--- src/lsu_defs.svh ---
////////////////////
// Widths, depths, function codes and address map of the load/store unit
// Included by the package and by any module that sizes a buffer or the RAM
////////////////////
`ifndef LSU_DEFS_SVH
`define LSU_DEFS_SVH

// Instruction id width
`define LSU_ID_W 4

// Input buffer depth
`define LSU_IN_DEPTH 4

// Attribute queue depth, longest sub-unit pipeline plus one
`define LSU_ATTR_DEPTH 2

// Function codes, low two bits give the access size
`define LSU_FN_B  3'b000
`define LSU_FN_H  3'b001
`define LSU_FN_W  3'b010
`define LSU_FN_BU 3'b100
`define LSU_FN_HU 3'b101

// Scratch RAM region, all other addresses go to the bus
`define LSU_SCRATCH_BASE  32'h0000_0000
`define LSU_SCRATCH_WORDS 256

`endif

--- src/lsu_pkg.sv ---
////////////////////
// Packed structs shared by the load/store unit, its sub-units and the top
// Referenced by scoped names, widths come from the defines header
////////////////////
`include "lsu_defs.svh"

package lsu_pkg;

    // One instruction as issued by the core
    typedef struct packed {
        logic [2:0]              fn3;
        logic                    is_load;
        logic                    is_store;
        logic                    forward;
        logic [31:0]             addr;
        logic [31:0]             data;
        logic [`LSU_ID_W-1:0]    id;
    } ls_request_t;

    // Request seen by both sub-units
    typedef struct packed {
        logic [31:0] addr;
        logic [3:0]  be;
        logic [31:0] data;
        logic        is_store;
    } sub_request_t;

    // Attributes of a request in flight
    typedef struct packed {
        logic [2:0]              fn3;
        logic [1:0]              byte_addr;
        logic [`LSU_ID_W-1:0]    id;
        logic                    is_store;
        logic                    bus_unit;
    } ls_attr_t;

    // Result back to the core
    typedef struct packed {
        logic                    done;
        logic [`LSU_ID_W-1:0]    id;
        logic [31:0]             data;
    } wb_t;

    // Misaligned access report
    typedef struct packed {
        logic                    valid;
        logic [`LSU_ID_W-1:0]    id;
        logic [31:0]             addr;
        logic                    is_store;
    } ls_exc_t;

    // External bus request, addr is word aligned
    typedef struct packed {
        logic [31:0] addr;
        logic [3:0]  be;
        logic [31:0] wdata;
        logic        write;
    } bus_req_t;

endpackage

--- src/load_store_unit.sv ---
////////////////////
// Load/store unit core: alignment, byte enables, routing and stalls
// Attribute queue keeps results in issue order for writeback
////////////////////
`timescale 1ns/1ps
`include "lsu_defs.svh"

module load_store_unit (
    input  logic                  clk,
    input  logic                  rst,
    input  lsu_pkg::ls_request_t  in_req,
    input  logic                  in_valid,
    output logic                  in_pop,
    output lsu_pkg::sub_request_t sub_req,
    output logic                  ram_new_request,
    output logic                  bus_new_request,
    input  logic                  ram_ready,
    input  logic                  bus_ready,
    input  logic                  ram_data_valid,
    input  logic                  bus_data_valid,
    input  logic [31:0]           ram_data,
    input  logic [31:0]           bus_data,
    output lsu_pkg::wb_t          wb,
    output lsu_pkg::ls_exc_t      exc
);

    logic        misaligned;
    logic        to_bus;
    logic        target_ready;
    logic        unit_stall;
    logic        fwd_stall;
    logic        issue;
    logic [3:0]  be;
    logic [31:0] store_raw;
    logic [31:0] store_lanes;

    lsu_pkg::ls_attr_t attr_in;
    lsu_pkg::ls_attr_t attr_head;
    logic [$bits(lsu_pkg::ls_attr_t)-1:0] attr_bits;
    logic        attr_valid;
    logic        attr_full;
    logic        attr_pop;

    logic        load_complete;
    logic        store_complete;
    logic [31:0] muxed_data;
    logic [31:0] aligned_data;
    logic [31:0] final_data;
    logic [31:0] previous_load;

    ////////////////////
    // Issue decision

    // Halfword needs bit 0 clear, word needs both low bits clear
    always_comb begin
        case (in_req.fn3[1:0])
            2'b01:   misaligned = in_req.addr[0];
            2'b10:   misaligned = |in_req.addr[1:0];
            default: misaligned = 1'b0;
        endcase
    end

    // Anything outside the scratch window goes to the bus
    assign to_bus = (in_req.addr - `LSU_SCRATCH_BASE) >= 32'(`LSU_SCRATCH_WORDS * 4);
    assign target_ready = to_bus ? bus_ready : ram_ready;

    // Queue entries all share one unit, so the head tells which unit is busy
    assign unit_stall = attr_valid && (attr_head.bus_unit != to_bus);
    // Forwarded store needs the last load result settled
    assign fwd_stall  = in_req.is_store && in_req.forward && attr_valid;

    assign issue = in_valid && !misaligned && target_ready && !unit_stall
                   && !fwd_stall && !attr_full;
    assign in_pop = issue || (in_valid && misaligned);

    assign ram_new_request = issue && !to_bus;
    assign bus_new_request = issue && to_bus;

    ////////////////////
    // Store data path

    // Byte enables only on stores
    always_comb begin
        for (int i = 0; i < 4; i++) begin
            case (in_req.fn3[1:0])
                2'b00:   be[i] = (in_req.addr[1:0] == 2'(i));
                2'b01:   be[i] = (in_req.addr[1] == i[1]);
                default: be[i] = 1'b1;
            endcase
            be[i] = be[i] && in_req.is_store;
        end
    end

    assign store_raw = in_req.forward ? previous_load : in_req.data;

    // Replicate across lanes, be picks the live ones
    always_comb begin
        case (in_req.fn3[1:0])
            2'b00:   store_lanes = {4{store_raw[7:0]}};
            2'b01:   store_lanes = {2{store_raw[15:0]}};
            default: store_lanes = store_raw;
        endcase
    end

    assign sub_req.addr     = in_req.addr;
    assign sub_req.be       = be;
    assign sub_req.data     = store_lanes;
    assign sub_req.is_store = in_req.is_store;

    ////////////////////
    // Attribute queue

    assign attr_in.fn3       = in_req.fn3;
    assign attr_in.byte_addr = in_req.addr[1:0];
    assign attr_in.id        = in_req.id;
    assign attr_in.is_store  = in_req.is_store;
    assign attr_in.bus_unit  = to_bus;

    ls_fifo #(
        .WIDTH ($bits(lsu_pkg::ls_attr_t)),
        .DEPTH (`LSU_ATTR_DEPTH)
    ) attr_queue (
        .clk      (clk),
        .rst      (rst),
        .push     (issue),
        .data_in  (attr_in),
        .pop      (attr_pop),
        .data_out (attr_bits),
        .valid    (attr_valid),
        .full     (attr_full)
    );

    assign attr_head = attr_bits;

    // Stores retire as soon as they reach the head
    assign store_complete = attr_valid && attr_head.is_store;
    assign load_complete  = attr_valid && !attr_head.is_store
                            && (attr_head.bus_unit ? bus_data_valid : ram_data_valid);
    assign attr_pop = load_complete || store_complete;

    ////////////////////
    // Load return

    assign muxed_data = ram_data | bus_data;

    // Halfword first, then byte within it
    always_comb begin
        aligned_data        = muxed_data;
        aligned_data[15:0]  = attr_head.byte_addr[1] ? muxed_data[31:16] : muxed_data[15:0];
        aligned_data[7:0]   = attr_head.byte_addr[0] ? aligned_data[15:8] : aligned_data[7:0];
    end

    always_comb begin
        case (attr_head.fn3)
            `LSU_FN_B:  final_data = {{24{aligned_data[7]}}, aligned_data[7:0]};
            `LSU_FN_H:  final_data = {{16{aligned_data[15]}}, aligned_data[15:0]};
            `LSU_FN_BU: final_data = {24'h0, aligned_data[7:0]};
            `LSU_FN_HU: final_data = {16'h0, aligned_data[15:0]};
            default:    final_data = aligned_data;
        endcase
    end

    // Source for forwarded stores
    always_ff @(posedge clk) begin
        if (load_complete)
            previous_load <= final_data;
    end

    assign wb.done = load_complete || store_complete;
    assign wb.id   = attr_head.id;
    assign wb.data = final_data;

    ////////////////////
    // Misalignment report

    // One pulse per dropped entry, fields follow the head
    always_ff @(posedge clk) begin
        if (rst) begin
            exc.valid <= 1'b0;
        end else begin
            exc.valid    <= in_valid && misaligned;
            exc.id       <= in_req.id;
            exc.addr     <= in_req.addr;
            exc.is_store <= in_req.is_store;
        end
    end

    ////////////////////
    // Checks

    // No unit switch while busy means returns never overlap
    a_one_return: assert property (@(posedge clk) disable iff (rst)
        !(ram_data_valid && bus_data_valid))
        else $error("both sub-units returned data in one cycle");

endmodule

--- src/ls_fifo.sv ---
////////////////////
// Synchronous FIFO with an occupancy count
// Serves as the input buffer and as the attribute queue
////////////////////
`timescale 1ns/1ps

module ls_fifo #(
    parameter int WIDTH = 8,
    parameter int DEPTH = 4
) (
    input  logic             clk,
    input  logic             rst,
    input  logic             push,
    input  logic [WIDTH-1:0] data_in,
    input  logic             pop,
    output logic [WIDTH-1:0] data_out,
    output logic             valid,
    output logic             full
);

    localparam int PTR_W = (DEPTH > 1) ? $clog2(DEPTH) : 1;
    localparam int CNT_W = $clog2(DEPTH + 1);

    logic [WIDTH-1:0] mem [DEPTH];
    logic [PTR_W-1:0] wr_ptr;
    logic [PTR_W-1:0] rd_ptr;
    logic [CNT_W-1:0] count;

    // Storage array
    always_ff @(posedge clk) begin
        if (push)
            mem[wr_ptr] <= data_in;
    end

    // Pointers wrap at DEPTH, which need not be a power of two
    always_ff @(posedge clk) begin
        if (rst) begin
            wr_ptr <= '0;
            rd_ptr <= '0;
            count  <= '0;
        end else begin
            if (push)
                wr_ptr <= (wr_ptr == PTR_W'(DEPTH - 1)) ? '0 : wr_ptr + 1'b1;
            if (pop)
                rd_ptr <= (rd_ptr == PTR_W'(DEPTH - 1)) ? '0 : rd_ptr + 1'b1;
            // Simultaneous push and pop leaves count alone
            case ({push, pop})
                2'b10:   count <= count + 1'b1;
                2'b01:   count <= count - 1'b1;
                default: count <= count;
            endcase
        end
    end

    // Head visible the cycle after its push
    assign data_out = mem[rd_ptr];
    assign valid    = (count != '0);
    assign full     = (count == CNT_W'(DEPTH));

    ////////////////////
    // Checks
    a_no_overflow: assert property (@(posedge clk) disable iff (rst) push |-> !full)
        else $error("ls_fifo push while full");
    a_no_underflow: assert property (@(posedge clk) disable iff (rst) pop |-> valid)
        else $error("ls_fifo pop while empty");

endmodule

--- config.mk ---
export PLATFORM = sky130hd
export DESIGN_NAME = load_store_unit
export DESIGN_NICKNAME = d
export VERILOG_FILES = /design/src/lsu_pkg.sv /design/src/load_store_unit.sv /design/src/ls_fifo.sv
export VERILOG_INCLUDE_DIRS = /design/src /design/src/src
export SDC_FILE = /design/constraint.sdc
export NUM_CORES = 1
export LEC_CHECK = 0
export BUFFER_PORTS_ARGS = -buffer_cell sky130_fd_sc_hd__buf_2
export CAP_MARGIN = 0
export CORE_MARGIN = 5
export CORE_UTILIZATION = 44
export DETAILED_ROUTE_END_ITERATION = 12
export PLACE_DENSITY = 0.81
export SETUP_SLACK_MARGIN = 0.1
export SLEW_MARGIN = 15
export SYNTH_ARGS = -nofsm -noshare
export SYNTH_HDL_FRONTEND = slang
export SYNTH_SLANG_ARGS = --single-unit
export TNS_END_PERCENT = 30
--- constraint.sdc ---
create_clock -name clk -period 5.25 [get_ports clk]
set_clock_uncertainty 0.2 [all_clocks]
set_input_delay 0.7875 -clock clk [delete_from_list [all_inputs] [get_ports clk]]
set_output_delay 0.7875 -clock clk [all_outputs]
set_load 0.05 [all_outputs]
## After elaboration in Yosys (flattened, before gate mapping)

Memories as Yosys holds them, arrays and structs flattened. A register that Yosys moved wholly into a read port is not among the register bits.
Index checks and enable logic that the tools add are counted.
W data, S select, Z words.

| word-level totals | value |
|---|---|
| memories | 1 |
| word-level logic and storage cells | 79 |
| bits in writable memories | 22 |
| output and inout bits | 147 |
| input bits | 145 |
| bits in registers | 74 |

| cells by class | value |
|---|---|
| bitwise gates (word level) | 2 |
| equality and inequality tests | 12 |
| add/subtract/negate cells | 4 |
| reduce and logical (&&, ||, !) cells | 32 |
| mux-type cells | 19 |
| order comparisons | 1 |

Memories:

| name | words | width | rd ports | clocked after memory_dff | wr ports | line | source |
|---|---|---|---|---|---|---|---|
| attr_queue.mem | 2 | 11 | 1 | 1 | 1 | ls_fifo.sv:24 | `logic [WIDTH-1:0] mem [DEPTH];` |

Operators by type and width:

| cell | count |
|---|---|
| $pmux W32 S4 | 1 |
| $pmux W32 S2 | 1 |
| $ge A32 B11 Y1 const B | 1 |
| $mux W32 | 1 |
| $or A32 B32 Y32 | 1 |
| $logic_and A1 B1 Y1 | 18 |
| $mux W16 | 1 |
| $eq A2 B2 Y1 const B | 5 |
| $pmux W1 S2 | 5 |
| $mux W1 | 8 |
| $mux W8 | 1 |
| $eq A2 B1 Y1 const B | 3 |
| $eq A3 B3 Y1 const B | 2 |
| $logic_not A1 Y1 | 6 |
| $logic_not A2 Y1 | 2 |
| $pmux W2 S2 | 1 |
| $reduce_bool A2 Y1 | 2 |
| $eq A3 B1 Y1 const B | 1 |
| $logic_not A3 Y1 | 1 |
| $add A1 B1 Y1 const B | 2 |
| $add A2 B1 Y2 const B | 1 |
| $logic_or A1 B1 Y1 | 2 |
| $reduce_or A2 Y1 | 1 |
| $sub A2 B1 Y2 const B | 1 |
| other kinds (2) | 2 |

## Longest topological paths before layout

Gate-level depths: netlist of run 1.

| depth | value |
|---|---|
| word-level depth | 10 |
| gate-level depth with buffers | 11 |
| depth with buffers taken out | 11 |

## By module

From an unflattened synthesis of run 1, not the netlist that was laid out.

| second synthesis, totals | value |
|---|---|
| cell total of the unflattened synthesis | 388 |
| area, all modules | 4795.8 um^2 |

By module, submodules not included:

| module | times used | cells an instance | area each (um^2) |
|---|---|---|---|
| load_store_unit | 1 | 332 | 3798.6 |
| ls_fifo | 1 | 56 | 997.2 |

## Least setup slack after synthesis of run 1

OpenSTA, ideal clock, no wires.

| timing | value |
|---|---|
| path type | input -> output |
| from | in in_req[72] in the netlist's numbering |
| to | out in_pop |
| arrival time | 3546 ps |
| stages on the path | 7 |
| setup slack | 717 ps |
| cells stage by stage | inv_1 > ha_1 > o21ai_0 > a21boi_0 > nor4_1 > a41o_1 > a21o_1 |

| on the way | value |
|---|---|
| cells in the longest elaborated chain, start to end | 9 |
| elaborated cells on any way between the ends | 11 |
| those cells by class | eq/ne (2); mux (1); reduce/logical (8) |

Ends and longest elaborated chain:

| what | line | source |
|---|---|---|
| start, declared | load_store_unit.sv:11 | `input lsu_pkg::ls_request_t in_req,` |
| $eq A2 B2 Y1 / $eq A2 B1 Y1 (equally long branches) | load_store_unit.sv:56 | `case (in_req.fn3[1:0])` |
| $pmux W1 S2 (*) | load_store_unit.sv:56 |  |
| $logic_not A1 Y1 | load_store_unit.sv:72 | `assign issue = in_valid && !misaligned && target_ready && !unit_stall` |
| $logic_and A1 B1 Y1 (3 in a row) | load_store_unit.sv:72 |  |
| $logic_and A1 B1 Y1 (2 in a row) | load_store_unit.sv:73 | `&& !fwd_stall && !attr_full;` |
| $logic_or A1 B1 Y1 (*) | load_store_unit.sv:74 | `assign in_pop = issue \|\| (in_valid && misaligned);` |
| end, declared | load_store_unit.sv:13 | `output logic in_pop,` |

Every way passes the cells marked *; elsewhere a longest branch is shown, timed or not.

==> metrics, run 1 <==
Slew HR=0.332; Seq pwr share=0.377; RD Place Congestion=0.892; H-tree depth=3; status=completed; critical path type=reg2out; clk buf depth=2; sw frac=0.448; IO buf count=between 200 and 300; 1st-iter DRT viols=around 300; fmax=around 0.21 GHz; initial antenna violation count=1; synthesized area=4810 sq um; Tcrit/Tclk final=0.925; asr flop ratio synth=0; Setup Buffers After CTS=0; Worst path max stage delay=810 ps; Critical Path RT=4260 ps; crit path DAT=3870 ps; Synth warnings=0; final setup fails=0; reg2reg path depth=5; placement row count=38; io pins=292; Mapped Avg Cell Area=12.4 sq um; clk slew on worst S/H paths=100 ps; fin. max-slew vios=0; max-cap violations=0; Clock Sinks=97; internal power=1.47 mW; LEAKAGE=2.80 nW; cell count after synthesis=388; Die W=roughly 110 microns; #FFs+latches synth=97; Worst setup EP type=output pin; largest net degree at the start of global routing=34; Die Ht=115 microns; die area=between 10000 and 15000 sq um; HP Class=reg2reg; Comb power frac=0.441; Hold WS=351 ps; CTS Root Cell=clkbuf_8; instance count on the critical path=6; crit path cell chain=mux2_2, mux4_2, a2111oi_4, a31oi_4, o21ai_0, buf_2; final setup TNS=0 ps; Total Routed Length=15.8 mm; aggregate global routing overflow=0; top post-synthesis cells by count=91 x edfxtp_1, 35 x nor2_1, 34 x buf_4; core area=10800 sq um; Critical-path top delay cell=dfxtp_1; vias per cell=5.26; measured slew at the worst slew-check pin=1000 ps; cell taking the most area after synthesis=edfxtp_1; Crit Reg-Reg Endpoint=previous_load[25]; post-synthesis sequential area ratio=0.593; clock buffer count from CTS=9; TritonCTS clock tree=built; total number of vias=4169; post-cts resize count=0; number of flops mapped to enable cells by yosys=91; area grow syn2layout=32.3%; switching pwr=1.19 mW; HPWL after DPL=12.5 mm; Netlist cell types=42; worst vdd ir=0.000222 V; Antenna Nets Post-Route=0; CP bufs+invs=1; clk_lat worst skew=360 ps; CP top delay family=compound AO/OA/AOI/OAI gates; Starting Density=0.446; Period minus WS final=4860 ps; DRC violations left=0; clock power share=0.182; ranking of synthesized cells by area=edfxtp_1 57%, mux2_2 6.3%, buf_4 5.3%; CP max FO=31; layout cells sized above 1=0.531; Mapped Nets=~540; PwrDens=roughly 420 nW/um^2; CP endpoint=wb[29]; Hold-fix buffers, CTS=0; wire length per cell=about 20 microns; Final Hold Vio Count=0; top-area cell type share of the netlist area=0.568; CP Launch Type=register; Reg2Reg Setup Slack=~1700 ps; first-pass GRT wire length=22.9 mm; final core occ=0.590; overall routing resource usage=0.232; vias in the first global route=4308; most common cell in the netlist=edfxtp_1; RSZ-0062 raised after global routing=false; final net count=796; ys flop type=edfxtp_1; router iterations before antenna repair=4
-- how the worst min path moves through the flow --
stage	endpoint	cells after the start	from	slack (ps)
after CTS	attr_queue.count[1]	2	attr_queue.count[1]	340
after detailed placement	register	2	attr_queue.rd_ptr	320
after global placement	attr_queue.count[1]	2	attr_queue.count[1]	290
final	attr_queue.count[1]	2	attr_queue.count[1]	350
after global routing	register	2	attr_queue.rd_ptr	360
after floorplan	attr_queue.count[1]	2	attr_queue.count[1]	270
-- flip-flops by register name, summed over array words and instances (netlist names), named ones only --
signal             cells
exc                   38
attr_queue.count       2
attr_queue.rd_ptr      1
attr_queue.wr_ptr      1
attr_queue.mem        22
previous_load         32
-- metrics by stage --
stage | area (sq um) | total power [mW] | instances | setup WS [ps]
after CTS | 6360 | 2.68 | 792 | 316
final | 6360 | 2.66 | 793 | 395
after detailed placement | 6170 | 2.20 | 776 | 725
after global routing | 6360 | 2.78 | 792 | 179
after floorplan | 4810 | 1.90 | 388 | 717
after global placement | 6170 | 2.18 | 776 | 860
-- per-layer routing --
layer	vias up	GRT usage	wire length [microns]
met3	35	0.0624	1610
met1	1974	0.256	5560
met5	-	0	7
met2	232	0.417	8110
li1	1926	-	-
met4	2	0.102	551
-- worst min-delay path, cell delays in order (launching register included) --
cell	delay (ps)
dfxtp_1	360
o21ai_0	90
a21oi_1	70
-- layout by cell type (no fill, tap or decap), types with 5 or more instances in the layout --
| cell type | n |
|---|---|
| buf_4 | 7 |
| dfxtp_1 | 6 |
| inv_1 | 8 |
| o21ai_0 | 22 |
| buf_2 | 290 |
| a21oi_1 | 28 |
| clkbuf_8 | 9 |
| nand2b_1 | 7 |
| nor2_1 | 35 |
| mux2i_1 | 22 |
| nor4_1 | 6 |
| nor3_1 | 16 |
| o21ai_1 | 5 |
| nand2_1 | 15 |
| edfxtp_1 | 91 |
| mux2_2 | 27 |
| a21o_1 | 9 |
-- power by group through the flow --
stage               clock (mW)  combinational (mW)  sequential [mW]
global route             0.536                1.23             1.01
floorplan                    0               0.814             1.09
global placement             0                1.16             1.02
CTS                      0.497                1.18             1.00
finish                   0.486                1.17             1.00
detailed placement           0                1.18             1.02
-- cell type report --
type                            instances  area [sq um]
Fill cell                             924          4430
Sequential cell                        97          2850
Multi-Input combinational cell        234          1610
Timing Repair Buffer                  297          1500
Tap cell                              140           175
Clock buffer                           10           128
Clock inverter                          6          67.6
Inverter                                8          30.0
Antenna cell                            1          2.50
-- logic make-up after synthesis --
group,share of synthesized area
compound gates,0.108
xor+xnor,0.00546
fa+ha+maj,0.0104
buf+inv,0.0741
flops,0.593
mux,0.117
simple gates,0.0924
No activity file was read; power rests on OpenSTA's default activity.
==> run 2: changes to the inputs <==
--- a/config.mk
+++ b/config.mk
@@ -11,7 +11,7 @@
 export CORE_MARGIN = 5
 export CORE_UTILIZATION = 44
 export DETAILED_ROUTE_END_ITERATION = 12
-export PLACE_DENSITY = 0.81
+export PLACE_DENSITY_LB_ADDON = 0.2
 export SETUP_SLACK_MARGIN = 0.1
 export SLEW_MARGIN = 15
 export SYNTH_ARGS = -nofsm -noshare
==> run 2 against run 1 <==
Count of clock-buffer cells in the layout is 1 lower; total power up 1.9%; non-clock buffer count rose by 2; sequential share of layout area down 0.24 points; global-route usage fell by 0.62 points; clock power grew 10%; fmax grew 15%; highest routed layer unchanged; via count is 0.98% lower.
==> metrics, run 2 (synthesis results as in run 1) <==
clk buf depth=2 (unchanged); Hold-fix buffers, CTS=0 (unchanged); H-tree depth=3 (unchanged); Worst path max stage delay=620 ps (was 810 ps); Die W=115 microns (unchanged); wire length per cell=19.1 microns (was 20.0 microns); post-cts resize count=0 (unchanged); Tcrit/Tclk final=0.803 (was 0.925); io pins=292 (unchanged); 1st-iter DRT viols=201 (was 297); commonest non-fill, non-tap cell in the layout=buf_2 (unchanged); Final Hold Vio Count=0 (unchanged); LEAKAGE=2.83 nW (was 2.80 nW); total number of vias=4128 (was 4169); RSZ-0062 raised after global routing=false (unchanged); final net count=798 (was 796); crit path DAT=3230 ps (was 3870 ps); fin. max-slew vios=0 (unchanged); Critical Path RT=4260 ps (about the same); Critical-path top delay cell=mux2_2 (was dfxtp_1); Crit Reg-Reg Endpoint=attr_queue.mem[0][4] (was previous_load[25]); TritonCTS clock tree=built (unchanged); most frequent cells in the layout=290 x buf_2, 91 x edfxtp_1, 35 x nor2_1 (unchanged); measured slew at the worst slew-check pin=1020 ps (was 1000 ps); CP Launch Type=register (unchanged); overall routing resource usage=0.226 (was 0.232); met3 routed WL=1.44 mm (was 1.61 mm); worst vdd ir=0.000199 V (was 0.000222 V); Die Ht=115 microns (unchanged); Clock Sinks=97 (unchanged); PwrDens=424 nW/um^2 (was 419 nW/um^2); HPWL after DPL=11.8 mm (was 12.5 mm); core area=10800 sq um (unchanged); RD Place Congestion=0.875 (was 0.892); Starting Density=0.446 (unchanged); router iterations before antenna repair=4 (unchanged); Antenna Nets Post-Route=0 (unchanged); Total Routed Length=15.1 mm (was 15.8 mm); area grow syn2layout=33.0% (was 32.3%); IO buf count=290 (unchanged); critical path type=reg2out (unchanged); M1 wire length=5.67 mm (was 5.56 mm); Slew HR=0.318 (was 0.332); Setup Buffers After CTS=0 (unchanged); final core occ=0.593 (was 0.590); final setup TNS=0 ps (unchanged); Top Layer Used=met5 (unchanged); Reg2Reg Setup Slack=2250 ps (was 1680 ps); CP max FO=31 (unchanged); placement row count=38 (unchanged); clock buffer count from CTS=9 (unchanged); reg2reg path depth=6 (was 5); Biggest register=exc (unchanged); initial antenna violation count=1 (unchanged); fillers=912 (was 924); Period minus WS final=4210 ps (was 4860 ps); fmax=0.237 GHz (was 0.206 GHz); antenna cell count=0 (was 1); die area=13100 sq um (unchanged); aggregate global routing overflow=0 (unchanged); Hold Path Sink=attr_queue.count[1] (unchanged); max-cap violations=0 (unchanged); clk_lat worst skew=360 ps (about the same); Worst setup EP type=output pin (unchanged); final setup fails=0 (unchanged); HP Class=reg2reg (unchanged); DRC violations left=0 (unchanged); clk slew on worst S/H paths=100 ps (about the same); largest net degree at the start of global routing=35 (was 34); layout cells sized above 1=0.531 (about the same); status=completed (unchanged); WHS Path Cells=2 (unchanged); hold_sp=attr_queue.count[1] (unchanged); max FFs per register=38 (unchanged); total power=2.71 mW (was 2.66 mW); vias in the first global route=4428 (was 4308); largest registers=exc: 38 flops, previous_load: 32 flops, attr_queue.mem: 22 flops (unchanged); CTS Root Cell=clkbuf_8 (unchanged); crit path cell chain=buf_4, mux2_2, mux4_2, a2111oi_4, a31oi_4, o21ai_1, buf_2 (was mux2_2, mux4_2, a2111oi_4, a31oi_4, o21ai_0, buf_2); first-pass GRT wire length=22.7 mm (was 22.9 mm); vias per cell=5.20 (was 5.26); met2 routed WL=7.75 mm (was 8.11 mm)
[run 2: worst max-delay path, delay by kind of cell, from the launching register on]
kind                   cells  cell delay [ps]
muxes                      2             1070
buffers and inverters      2              570
AOI/OAI and AO/OA          3              890
DFF                        1              320
[run 2: worst max path at each step]
stage / from / endpoint / slack (ps) / cells after the start
floorplan: in_req[72] / in_pop / 720 / 7
global placement: register / wb[18] / 1540 / 7
detailed placement: register / wb[18] / 1500 / 7
CTS: register / wb[24] / 1050 / 7
global route: register / wb[24] / 900 / 7
finish: register / wb[24] / 1040 / 7
[run 2: routing by layer]
layer,vias up,track usage
li1,1938,-
met1,1945,0.253
met2,219,0.411
met3,24,0.0603
met4,2,0.0792
met5,-,0
[run 2: power breakdown]
group / total [mW] / switching [mW] / internal (mW)
Combinational: 1.19 / 0.899 / 0.288
Clock: 0.536 / 0.267 / 0.269
Sequential: 0.991 / 0.0278 / 0.963
[run 2: through the flow]
stage          worst slack [ps]  area [sq um]  cells  hold slack (ps)
3_3_place_gp               1540          6180    778              296
4_1_cts                    1050          6400    794              331
2_1_floorplan               717          4810    388              275
5_1_grt                     905          6400    794              374
6_report                   1040          6400    794              333
3_5_place_dp               1500          6180    778              312
[run 2: final cells by class]
cell class,instances,area [sq um],area share
well taps,140,175,0.0274
clock inverters,7,92.6,0.0145
repair buffers,299,1520,0.237
multi-input cells,234,1610,0.251
inverters,8,30.0,0.00469
clock buffers,9,124,0.0194
flip-flops and latches,97,2850,0.446
